===== config.mk =====
export PLATFORM = sky130hd
export DESIGN_NAME = datapathTop
export DESIGN_NICKNAME = d
export VERILOG_FILES = /design/src/verilog/dpPkg.sv /design/src/verilog/regFile.sv /design/src/verilog/barrelShifter.sv /design/src/verilog/decodeStage.sv /design/src/verilog/executeStage.sv /design/src/verilog/retireStage.sv /design/src/verilog/datapathTop.sv
export SDC_FILE = /design/constraint.sdc
export NUM_CORES = 2
export LEC_CHECK = 0
export BUFFER_PORTS_ARGS = -buffer_cell sky130_fd_sc_hd__buf_2
export CAP_MARGIN = 20
export CORE_MARGIN = 2
export CORE_UTILIZATION = 40
export DETAILED_ROUTE_END_ITERATION = 10
export SKIP_CTS_REPAIR_TIMING = 1
export SYNTH_ARGS = -nofsm -noshare
export SYNTH_HDL_FRONTEND = slang
export SYNTH_HIERARCHICAL = 1
export SYNTH_SLANG_ARGS = --single-unit
export TNS_END_PERCENT = 50

===== constraint.sdc =====
create_clock -name clk -period 11.75 [get_ports clk]
set_input_delay 3.525 -clock clk [delete_from_list [all_inputs] [get_ports clk]]
set_output_delay 3.525 -clock clk [all_outputs]
set_load 0.05 [all_outputs]

===== src/verilog/dpPkg.sv =====
package dpPkg;

  // ============================================================
  // Datapath widths
  // ============================================================
  localparam int dataWidth    = 32;
  localparam int regAddrWidth = 4;
  localparam int numRegs      = 16;
  localparam int flagWidth    = 4;

  // Flag vector positions, N Z C V from high to low
  localparam int flagN = 3;
  localparam int flagZ = 2;
  localparam int flagC = 1;
  localparam int flagV = 0;

  // ============================================================
  // Instruction word fields
  // ============================================================
  localparam int opLsb      = 28;
  localparam int immBit     = 27;
  localparam int rdLsb      = 23;
  localparam int rnLsb      = 19;
  localparam int rmLsb      = 15;
  localparam int shTypeLsb  = 13;
  localparam int shAmtLsb   = 8;
  localparam int shAmtWidth = 5;
  localparam int imm8Lsb    = 0;
  localparam int imm8Width  = 8;

  // Opcode in bits 31:28
  typedef enum logic [3:0] {
    opAnd = 4'd0,
    opEor = 4'd1,
    opSub = 4'd2,
    opAdd = 4'd3,
    opOrr = 4'd4,
    opMov = 4'd5,
    opMvn = 4'd6,
    opCmp = 4'd7
  } aluOpE;

  // Shift type in bits 14:13
  typedef enum logic [1:0] {
    shLsl = 2'd0,
    shLsr = 2'd1,
    shAsr = 2'd2,
    shRor = 2'd3
  } shiftOpE;

endpackage


===== src/verilog/regFile.sv =====
`timescale 1ns/100ps

module regFile (
  input  logic                           clk,
  input  logic                           rstN,
  input  logic [dpPkg::regAddrWidth-1:0] rdAddrA,
  input  logic [dpPkg::regAddrWidth-1:0] rdAddrB,
  output logic [dpPkg::dataWidth-1:0]    rdDataA,
  output logic [dpPkg::dataWidth-1:0]    rdDataB,
  input  logic                           wrEn,
  input  logic [dpPkg::regAddrWidth-1:0] wrAddr,
  input  logic [dpPkg::dataWidth-1:0]    wrData
);
  import dpPkg::*;

  // Sixteen general registers
  logic [dataWidth-1:0] regs [numRegs];

  // Hit flags for the write-through bypass
  logic hitA;
  logic hitB;

  // All registers read as zero after reset
  always_ff @(posedge clk) begin
    if (!rstN) begin
      regs <= '{default: '0};
    end else if (wrEn) begin
      regs[wrAddr] <= wrData;
    end
  end

  // A read of the register being written sees the new value
  assign hitA = wrEn && (wrAddr == rdAddrA);
  assign hitB = wrEn && (wrAddr == rdAddrB);

  // Combinational read ports
  assign rdDataA = hitA ? wrData : regs[rdAddrA];
  assign rdDataB = hitB ? wrData : regs[rdAddrB];

endmodule


===== src/verilog/barrelShifter.sv =====
`timescale 1ns/100ps

module barrelShifter (
  input  logic [dpPkg::dataWidth-1:0]  value,
  input  dpPkg::shiftOpE               shiftOp,
  input  logic [dpPkg::shAmtWidth-1:0] shAmt,
  input  logic                         carryIn,
  output logic [dpPkg::dataWidth-1:0]  result,
  output logic                         carryOut
);
  import dpPkg::*;

  // Extra bit on the left catches the last bit shifted out of LSL
  logic [dataWidth:0]     lslWide;
  // Extra bit on the right catches the last bit shifted out of LSR and ASR
  logic [dataWidth:0]     lsrWide;
  logic [dataWidth:0]     asrWide;
  // Doubled word, low half of the shift is the rotation
  logic [2*dataWidth-1:0] rorWide;

  assign lslWide = {1'b0, value} << shAmt;
  assign lsrWide = {value, 1'b0} >> shAmt;
  // Sign of the padded word is the value sign bit
  assign asrWide = $signed({value, 1'b0}) >>> shAmt;
  assign rorWide = {value, value} >> shAmt;

  always_comb begin
    result   = value;
    carryOut = carryIn;
    // Zero amount passes value and carry unchanged
    if (shAmt != '0) begin
      case (shiftOp)
        shLsl: begin
          result   = lslWide[dataWidth-1:0];
          carryOut = lslWide[dataWidth];
        end
        shLsr: begin
          result   = lsrWide[dataWidth:1];
          carryOut = lsrWide[0];
        end
        shAsr: begin
          result   = asrWide[dataWidth:1];
          carryOut = asrWide[0];
        end
        default: begin
          // ROR, carry is the new top bit
          result   = rorWide[dataWidth-1:0];
          carryOut = rorWide[dataWidth-1];
        end
      endcase
    end
  end

endmodule


===== src/verilog/decodeStage.sv =====
`timescale 1ns/100ps

module decodeStage (
  input  logic                           clk,
  input  logic                           rstN,
  input  logic                           stall,
  input  logic                           instrValid,
  input  logic [dpPkg::dataWidth-1:0]    instr,
  output logic                           instrReady,
  output logic [dpPkg::regAddrWidth-1:0] rnAddr,
  output logic [dpPkg::regAddrWidth-1:0] rmAddr,
  input  logic [dpPkg::dataWidth-1:0]    rnData,
  input  logic [dpPkg::dataWidth-1:0]    rmData,
  output logic                           dValid,
  output dpPkg::aluOpE                   aluOp,
  output dpPkg::shiftOpE                 shiftOp,
  output logic [dpPkg::shAmtWidth-1:0]   shAmt,
  output logic                           useImm,
  output logic [dpPkg::imm8Width-1:0]    imm8,
  output logic [dpPkg::regAddrWidth-1:0] rd,
  output logic [dpPkg::dataWidth-1:0]    rnOut,
  output logic [dpPkg::dataWidth-1:0]    rmOut,
  output logic [dpPkg::regAddrWidth-1:0] rnIdx,
  output logic [dpPkg::regAddrWidth-1:0] rmIdx
);
  import dpPkg::*;

  logic                 accept;
  logic                 dValidQ;
  // D register, holds the word being decoded
  logic [dataWidth-1:0] instrQ;

  // ============================================================
  // Input handshake
  // ============================================================
  // Ready unless retire is backed up
  assign instrReady = !stall;
  assign accept     = instrValid && instrReady;

  always_ff @(posedge clk) begin
    if (!rstN) begin
      dValidQ <= 1'b0;
    end else if (!stall) begin
      // Bubble when nothing is offered
      dValidQ <= instrValid;
    end
  end

  always_ff @(posedge clk) begin
    if (accept) begin
      instrQ <= instr;
    end
  end

  assign dValid = dValidQ;

  // ============================================================
  // Field decode
  // ============================================================
  assign aluOp   = aluOpE'(instrQ[opLsb +: $bits(aluOpE)]);
  assign shiftOp = shiftOpE'(instrQ[shTypeLsb +: $bits(shiftOpE)]);
  assign shAmt   = instrQ[shAmtLsb +: shAmtWidth];
  assign useImm  = instrQ[immBit];
  assign imm8    = instrQ[imm8Lsb +: imm8Width];
  assign rd      = instrQ[rdLsb +: regAddrWidth];

  // Register file addressed straight from the D register
  assign rnAddr = instrQ[rnLsb +: regAddrWidth];
  assign rmAddr = instrQ[rmLsb +: regAddrWidth];

  // Operands and their indices, indices feed forwarding in execute
  assign rnOut = rnData;
  assign rmOut = rmData;
  assign rnIdx = rnAddr;
  assign rmIdx = rmAddr;

endmodule


===== src/verilog/executeStage.sv =====
`timescale 1ns/100ps

module executeStage (
  input  logic                           clk,
  input  logic                           rstN,
  input  logic                           stall,
  input  logic                           dValid,
  input  dpPkg::aluOpE                   aluOp,
  input  dpPkg::shiftOpE                 shiftOp,
  input  logic [dpPkg::shAmtWidth-1:0]   shAmt,
  input  logic                           useImm,
  input  logic [dpPkg::imm8Width-1:0]    imm8,
  input  logic [dpPkg::regAddrWidth-1:0] rd,
  input  logic [dpPkg::dataWidth-1:0]    rnOut,
  input  logic [dpPkg::dataWidth-1:0]    rmOut,
  input  logic [dpPkg::regAddrWidth-1:0] rnIdx,
  input  logic [dpPkg::regAddrWidth-1:0] rmIdx,
  input  logic                           retireValid,
  input  logic                           retireWrite,
  input  logic [dpPkg::regAddrWidth-1:0] retireReg,
  input  logic [dpPkg::dataWidth-1:0]    retireData,
  output logic                           eValid,
  output logic                           eWrite,
  output logic [dpPkg::regAddrWidth-1:0] eReg,
  output logic [dpPkg::dataWidth-1:0]    eData,
  output logic [dpPkg::flagWidth-1:0]    eFlags
);
  import dpPkg::*;

  // E register
  logic                    eValidQ;
  aluOpE                   aluOpQ;
  shiftOpE                 shiftOpQ;
  logic [shAmtWidth-1:0]   shAmtQ;
  logic                    useImmQ;
  logic [imm8Width-1:0]    imm8Q;
  logic [regAddrWidth-1:0] rdQ;
  logic [dataWidth-1:0]    rnQ;
  logic [dataWidth-1:0]    rmQ;
  logic [regAddrWidth-1:0] rnIdxQ;
  logic [regAddrWidth-1:0] rmIdxQ;
  // Current NZCV
  logic [flagWidth-1:0]    flagsQ;

  logic                    fwdA;
  logic                    fwdB;
  logic [dataWidth-1:0]    opA;
  logic [dataWidth-1:0]    rmFwd;
  logic [dataWidth-1:0]    shiftedRm;
  logic                    shCarry;
  logic [dataWidth-1:0]    op2;
  logic                    op2Carry;
  logic                    isSub;
  logic                    isArith;
  logic [dataWidth-1:0]    addB;
  logic [dataWidth-1:0]    addSum;
  logic                    addCarry;
  logic                    addOvf;
  logic [dataWidth-1:0]    aluResult;
  logic [flagWidth-1:0]    newFlags;

  // ============================================================
  // E register, frozen under back-pressure
  // ============================================================
  always_ff @(posedge clk) begin
    if (!rstN) begin
      eValidQ <= 1'b0;
    end else if (!stall) begin
      eValidQ <= dValid;
    end
  end

  always_ff @(posedge clk) begin
    if (!stall) begin
      aluOpQ   <= aluOp;
      shiftOpQ <= shiftOp;
      shAmtQ   <= shAmt;
      useImmQ  <= useImm;
      imm8Q    <= imm8;
      rdQ      <= rd;
      rnQ      <= rnOut;
      rmQ      <= rmOut;
      rnIdxQ   <= rnIdx;
      rmIdxQ   <= rmIdx;
    end
  end

  // ============================================================
  // Forwarding and operand select
  // ============================================================
  // Retire holds the instruction directly ahead
  assign fwdA  = retireValid && retireWrite && (retireReg == rnIdxQ);
  assign fwdB  = retireValid && retireWrite && (retireReg == rmIdxQ);
  assign opA   = fwdA ? retireData : rnQ;
  assign rmFwd = fwdB ? retireData : rmQ;

  barrelShifter shifter (
    .value    (rmFwd),
    .shiftOp  (shiftOpQ),
    .shAmt    (shAmtQ),
    .carryIn  (flagsQ[flagC]),
    .result   (shiftedRm),
    .carryOut (shCarry)
  );

  // Immediate is zero-extended and keeps the current carry
  assign op2      = useImmQ ? {{(dataWidth-imm8Width){1'b0}}, imm8Q} : shiftedRm;
  assign op2Carry = useImmQ ? flagsQ[flagC] : shCarry;

  // ============================================================
  // ALU
  // ============================================================
  assign isSub   = (aluOpQ == opSub) || (aluOpQ == opCmp);
  assign isArith = isSub || (aluOpQ == opAdd);
  // Subtract as A + ~B + 1, carry set means no borrow
  assign addB    = isSub ? ~op2 : op2;
  assign {addCarry, addSum} = {1'b0, opA} + {1'b0, addB} + {{dataWidth{1'b0}}, isSub};
  assign addOvf  = (opA[dataWidth-1] == addB[dataWidth-1]) &&
                   (addSum[dataWidth-1] != opA[dataWidth-1]);

  always_comb begin
    case (aluOpQ)
      opAnd:        aluResult = opA & op2;
      opEor:        aluResult = opA ^ op2;
      opSub, opAdd: aluResult = addSum;
      opOrr:        aluResult = opA | op2;
      opMov:        aluResult = op2;
      opMvn:        aluResult = ~op2;
      opCmp:        aluResult = addSum;
      default:      aluResult = '0;
    endcase
  end

  // Logical ops take shifter carry and keep V
  always_comb begin
    newFlags[flagN] = aluResult[dataWidth-1];
    newFlags[flagZ] = (aluResult == '0);
    newFlags[flagC] = isArith ? addCarry : op2Carry;
    newFlags[flagV] = isArith ? addOvf : flagsQ[flagV];
  end

  always_ff @(posedge clk) begin
    if (!rstN) begin
      flagsQ <= '0;
    end else if (!stall && eValidQ) begin
      flagsQ <= newFlags;
    end
  end

  // Toward retire
  assign eValid = eValidQ;
  assign eWrite = (aluOpQ != opCmp);
  assign eReg   = rdQ;
  assign eData  = aluResult;
  assign eFlags = newFlags;

endmodule


===== src/verilog/retireStage.sv =====
`timescale 1ns/100ps

module retireStage (
  input  logic                           clk,
  input  logic                           rstN,
  input  logic                           eValid,
  input  logic                           eWrite,
  input  logic [dpPkg::regAddrWidth-1:0] eReg,
  input  logic [dpPkg::dataWidth-1:0]    eData,
  input  logic [dpPkg::flagWidth-1:0]    eFlags,
  input  logic                           retireReady,
  output logic                           retireValid,
  output logic                           retireWrite,
  output logic [dpPkg::regAddrWidth-1:0] retireReg,
  output logic [dpPkg::dataWidth-1:0]    retireData,
  output logic [dpPkg::flagWidth-1:0]    retireFlags,
  output logic                           stall,
  output logic                           wrEn,
  output logic [dpPkg::regAddrWidth-1:0] wrAddr,
  output logic [dpPkg::dataWidth-1:0]    wrData
);
  import dpPkg::*;

  // Retire result register
  logic                    validQ;
  logic                    writeQ;
  logic [regAddrWidth-1:0] regQ;
  logic [dataWidth-1:0]    dataQ;
  logic [flagWidth-1:0]    flagsQ;

  // Held result not taken, freeze everything upstream
  assign stall = validQ && !retireReady;

  always_ff @(posedge clk) begin
    if (!rstN) begin
      validQ <= 1'b0;
    end else if (!stall) begin
      validQ <= eValid;
    end
  end

  always_ff @(posedge clk) begin
    if (!stall && eValid) begin
      writeQ <= eWrite;
      regQ   <= eReg;
      dataQ  <= eData;
      flagsQ <= eFlags;
    end
  end

  assign retireValid = validQ;
  assign retireWrite = writeQ;
  assign retireReg   = regQ;
  assign retireData  = dataQ;
  assign retireFlags = flagsQ;

  // One write per writing instruction, on the handshake
  assign wrEn   = validQ && retireReady && writeQ;
  assign wrAddr = regQ;
  assign wrData = dataQ;

endmodule


===== src/verilog/datapathTop.sv =====
`timescale 1ns/100ps

module datapathTop (
  input  logic                           clk,
  input  logic                           rstN,
  input  logic                           instrValid,
  input  logic [dpPkg::dataWidth-1:0]    instr,
  output logic                           instrReady,
  output logic                           retireValid,
  input  logic                           retireReady,
  output logic                           retireWrite,
  output logic [dpPkg::regAddrWidth-1:0] retireReg,
  output logic [dpPkg::dataWidth-1:0]    retireData,
  output logic [dpPkg::flagWidth-1:0]    retireFlags
);
  import dpPkg::*;

  logic                    stall;

  // Decode to register file and execute
  logic [regAddrWidth-1:0] rnAddr;
  logic [regAddrWidth-1:0] rmAddr;
  logic [dataWidth-1:0]    rnData;
  logic [dataWidth-1:0]    rmData;
  logic                    dValid;
  aluOpE                   aluOp;
  shiftOpE                 shiftOp;
  logic [shAmtWidth-1:0]   shAmt;
  logic                    useImm;
  logic [imm8Width-1:0]    imm8;
  logic [regAddrWidth-1:0] rd;
  logic [dataWidth-1:0]    rnOut;
  logic [dataWidth-1:0]    rmOut;
  logic [regAddrWidth-1:0] rnIdx;
  logic [regAddrWidth-1:0] rmIdx;

  // Execute to retire
  logic                    eValid;
  logic                    eWrite;
  logic [regAddrWidth-1:0] eReg;
  logic [dataWidth-1:0]    eData;
  logic [flagWidth-1:0]    eFlags;

  // Retire write port
  logic                    wrEn;
  logic [regAddrWidth-1:0] wrAddr;
  logic [dataWidth-1:0]    wrData;

  // ============================================================
  // Decode and register read
  // ============================================================
  decodeStage decode (
    .clk        (clk),
    .rstN       (rstN),
    .stall      (stall),
    .instrValid (instrValid),
    .instr      (instr),
    .instrReady (instrReady),
    .rnAddr     (rnAddr),
    .rmAddr     (rmAddr),
    .rnData     (rnData),
    .rmData     (rmData),
    .dValid     (dValid),
    .aluOp      (aluOp),
    .shiftOp    (shiftOp),
    .shAmt      (shAmt),
    .useImm     (useImm),
    .imm8       (imm8),
    .rd         (rd),
    .rnOut      (rnOut),
    .rmOut      (rmOut),
    .rnIdx      (rnIdx),
    .rmIdx      (rmIdx)
  );

  regFile rf (
    .clk     (clk),
    .rstN    (rstN),
    .rdAddrA (rnAddr),
    .rdAddrB (rmAddr),
    .rdDataA (rnData),
    .rdDataB (rmData),
    .wrEn    (wrEn),
    .wrAddr  (wrAddr),
    .wrData  (wrData)
  );

  // ============================================================
  // Execute
  // ============================================================
  executeStage execute (
    .clk         (clk),
    .rstN        (rstN),
    .stall       (stall),
    .dValid      (dValid),
    .aluOp       (aluOp),
    .shiftOp     (shiftOp),
    .shAmt       (shAmt),
    .useImm      (useImm),
    .imm8        (imm8),
    .rd          (rd),
    .rnOut       (rnOut),
    .rmOut       (rmOut),
    .rnIdx       (rnIdx),
    .rmIdx       (rmIdx),
    .retireValid (retireValid),
    .retireWrite (retireWrite),
    .retireReg   (retireReg),
    .retireData  (retireData),
    .eValid      (eValid),
    .eWrite      (eWrite),
    .eReg        (eReg),
    .eData       (eData),
    .eFlags      (eFlags)
  );

  // ============================================================
  // Retire and register write
  // ============================================================
  retireStage retire (
    .clk         (clk),
    .rstN        (rstN),
    .eValid      (eValid),
    .eWrite      (eWrite),
    .eReg        (eReg),
    .eData       (eData),
    .eFlags      (eFlags),
    .retireReady (retireReady),
    .retireValid (retireValid),
    .retireWrite (retireWrite),
    .retireReg   (retireReg),
    .retireData  (retireData),
    .retireFlags (retireFlags),
    .stall       (stall),
    .wrEn        (wrEn),
    .wrAddr      (wrAddr),
    .wrData      (wrData)
  );

endmodule


==> impl_metrics.py <==
metrics = {
    "status": {
        "outcome": "complete, no violations",
    },
    "synthesis": {
        "yosys.area_share.simple": 0.146,
        "synth_compound_area_frac": 0.175,
        "synthArstFlopShare": 0,
        "yosys.area.top_type": "dfxtp_1",
        "synth_nets": 4986,
        "synth_mux_area_frac": 0.233,
        "avgSynthCellArea_sq_um": 9.43,
        "synth.top_cell.area_share": 0.226,
        "yosysWarnings": 6,
        "synth-edff-count": 169,
        "synthAdderAreaFrac": 0.0258,
        "synth_top_family_by_area": "multiplexers",
        "synth_common_cells": "1220 x nand2_1, 517 x dfxtp_1, 494 x a21boi_0, 335 x mux4_2, 332 x clkbuf_1",
        "synth_cell_types": 103,
        "synth_area_sq_mm": 0.0458,
        "yosys.cell_count.top_type": "nand2_1",
        "synthFlopType": "dfxtp_1",
        "post_synth_inst_count": 4856,
        "synth.ff_latch_count": 686,
        "yosysSeqAreaShare": 0.337,
        "synth_area_leaders": "dfxtp_1 23%, mux4_2 16%, edfxtp_1 11%",
        "synthXorXnorAreaFrac": 0.0124,
    },
    "setup_path": {
        "cp-start-kind": "register",
        "critical-path-top-delay-family": "multiplexers",
        "cp_slowest_stage_delay_ns": 0.88,
        "slowest_stage": "edfxtp_1",
        "required_ns": 12.26,
        "cp_common_cell": "nand4_1",
        "end_kind": "register",
        "cp_max_fo": 32,
        "critical_path_class": "register to register",
        "cp_num_buf_inv": 2,
        "arrival_ns": 8.97,
    },
    "routing": {
        "drtAntennaViolNets": 0,
        "drtIter0Drc": 4760,
        "routed-via-count": 38546,
        "dr.pass1.iters": 6,
        "routed_via_density": 6.29,
        "wl_microns": 179000,
        "remaining_drc_errors": 0,
        "post_drt_wl_per_cell_microns": 29.3,
    },
    "grt": {
        "antenna_found_initial": 5,
        "grt_pass1_vias": 36210,
        "grt_pass1_wl_microns": 257000,
        "grt_max_degree": 234,
        "grt_util_all_layers": 0.298,
        "grt-ovfl-total": 0,
    },
    "sta": {
        "rsz0062_at_grt": "false",
        "finalHoldViolCount": 0,
        "max-slew-margin-rel": 0.0869,
        "finalSetupViolCount": 0,
        "tns_ns": 0,
        "tightest_slew_ns": 1.37,
        "fin_worst_skew_ns": 0.0308,
        "drv_slew": 0,
        "whs_ns": 0.403,
        "fmax_mhz": 118,
        "period_minus_slack_ns": 8.46,
        "finalCritPeriodShare": 0.720,
    },
    "placed_design": {
        "globalplace.congestion": 1.03,
        "dp_cells": 5977,
        "io_buffer_count": 78,
        "dpl_cell_area_sq_mm": 0.0463,
        "hpwlAfterDp_microns": 112000,
    },
    "floorplanning": {
        "core-area_sq_mm": 0.114,
        "die_h_microns": 342,
        "die_w_microns": 342,
        "io_pins": 79,
        "dieArea_sq_mm": 0.117,
        "rows": 124,
        "initial_core_util": 0.402,
    },
    "clocking": {
        "cts_tree": "done",
        "path_clk_slew_ns": 0.07,
        "clockBufferDepth": 3,
        "clock_latency_ns": 0.69,
        "clockRootBuffer": "clkbuf_16",
        "cts_buffers": 80,
        "htreeDepth": 3,
        "cts.sinks": 686,
    },
    "final_layout": {
        "syn_to_final_growth_pct": 7.39,
        "final_util": 0.432,
        "final_area_sq_mm": 0.0492,
        "drive_gt1_frac": 0.197,
        "final_cells": 6128,
        "fin_nets": 4677,
    },
    "worst_hold_path": {
        "hold_path.class": "register to register",
    },
    "pwr": {
        "cellPowerDensity_mw_per_mm2": 121,
        "leakage_uw": 0.0172,
        "peakVddDrop_mv": 0.0979,
    },
    "job": {
        "cap_violations": 0,
    },
}
==> worst register-to-register path: cells and delay by family (launching register included) <==
| kind | cells | cell delay, ns |
|---|---|---|
| AND/OR/NAND/NOR | 10 | 1.93 |
| AO/OA/AOI/OAI | 7 | 1.84 |
| flip-flops | 1 | 0.88 |
| buffers and inverters | 2 | 0.57 |
| XOR/XNOR | 2 | 0.38 |
| adder cells (fa/ha/maj) | 1 | 0.40 |
| multiplexers | 5 | 2.30 |
==> final cells by class <==
type                            count  area, sq um
Fill cell                       10924        64700
Clock buffer                      108         2260
Inverter                           88          333
Clock inverter                     42          564
Sequential cell                   686        15400
Timing Repair Buffer              194         1330
Tap cell                         1512         1890
Antenna cell                        1         2.50
Multi-Input combinational cell   3497        27400
==> registers in the layout (all words and copies together) (netlist names), 4 cells and up <==
| name | count |
|---|---|
| retire/retireFlags | 4 |
| execute/shAmtQ | 5 |
| decode/instrQ | 32 |
| execute/imm8Q | 8 |
| execute/aluOpQ | 4 |
| execute/rmQ | 32 |
| retire/retireReg | 4 |
| execute/rnIdxQ | 4 |
| execute/rnQ | 32 |
| rf/regs | 512 |
| execute/rmIdxQ | 4 |
| retire/retireData | 32 |
| execute/eReg | 4 |
==> worst paths after layout <==
kind	depth (start not counted)	from	slack [ns]	to
worst max-delay path	27	retire/retireReg[0]$_DFFE_PP_	3.29	retire/retireFlags[2]$_DFFE_PP_
worst min-delay path	0	decode/instrQ[8]$_DFFE_PP_	0.40	execute/shAmtQ[0]$_DFFE_PN_
worst max register to register	27	retire/retireReg[0]$_DFFE_PP_	3.29	retire/retireFlags[2]$_DFFE_PP_
worst min register to register	0	decode/instrQ[8]$_DFFE_PP_	0.40	execute/shAmtQ[0]$_DFFE_PN_
==> power by group <==
part           internal, uW  switching [uW]  total (uW)
sequential             2450            38.3        2490
clock                  1550            1130        2680
combinational           263             529         792
total                  4260            1700        5960
==> cell families after synthesis <==
logic type,after synthesis
mux,619
xor+xnor,64
flops,686
compound gates,1115
buf+inv,673
fa+ha+maj,94
simple gates,1605
==> metrics by stage <==
stage	worst slack (ns)	power (uW)
after floorplan	4.33	3070
after detailed placement	3.52	3310
final	3.29	5960
after global routing	2.82	6120
after CTS	3.52	5970
after global placement	3.55	3310
==> per-layer routing <==
layer | up-vias | share of wire | global-route usage
met5 | - | 0.00026 | 0
met3 | 539 | 0.091 | 0.0534
met4 | 6 | 0.065 | 0.175
li1 | 16772 | - | -
met2 | 2148 | 0.45 | 0.468
met1 | 19081 | 0.39 | 0.385
==> placed cells by master, fill, tap and decap left out, drive strengths merged, types with 108 or more instances in the layout <==
master and n:
a22oi 133, edfxtp 169, clkbuf 108, mux2 173
a21boi 520, nor2 129, mux4 335, mux2i 111
dfxtp 517, buf 194, nand2 1221
Note: power is estimated with default switching activity, not from simulation.
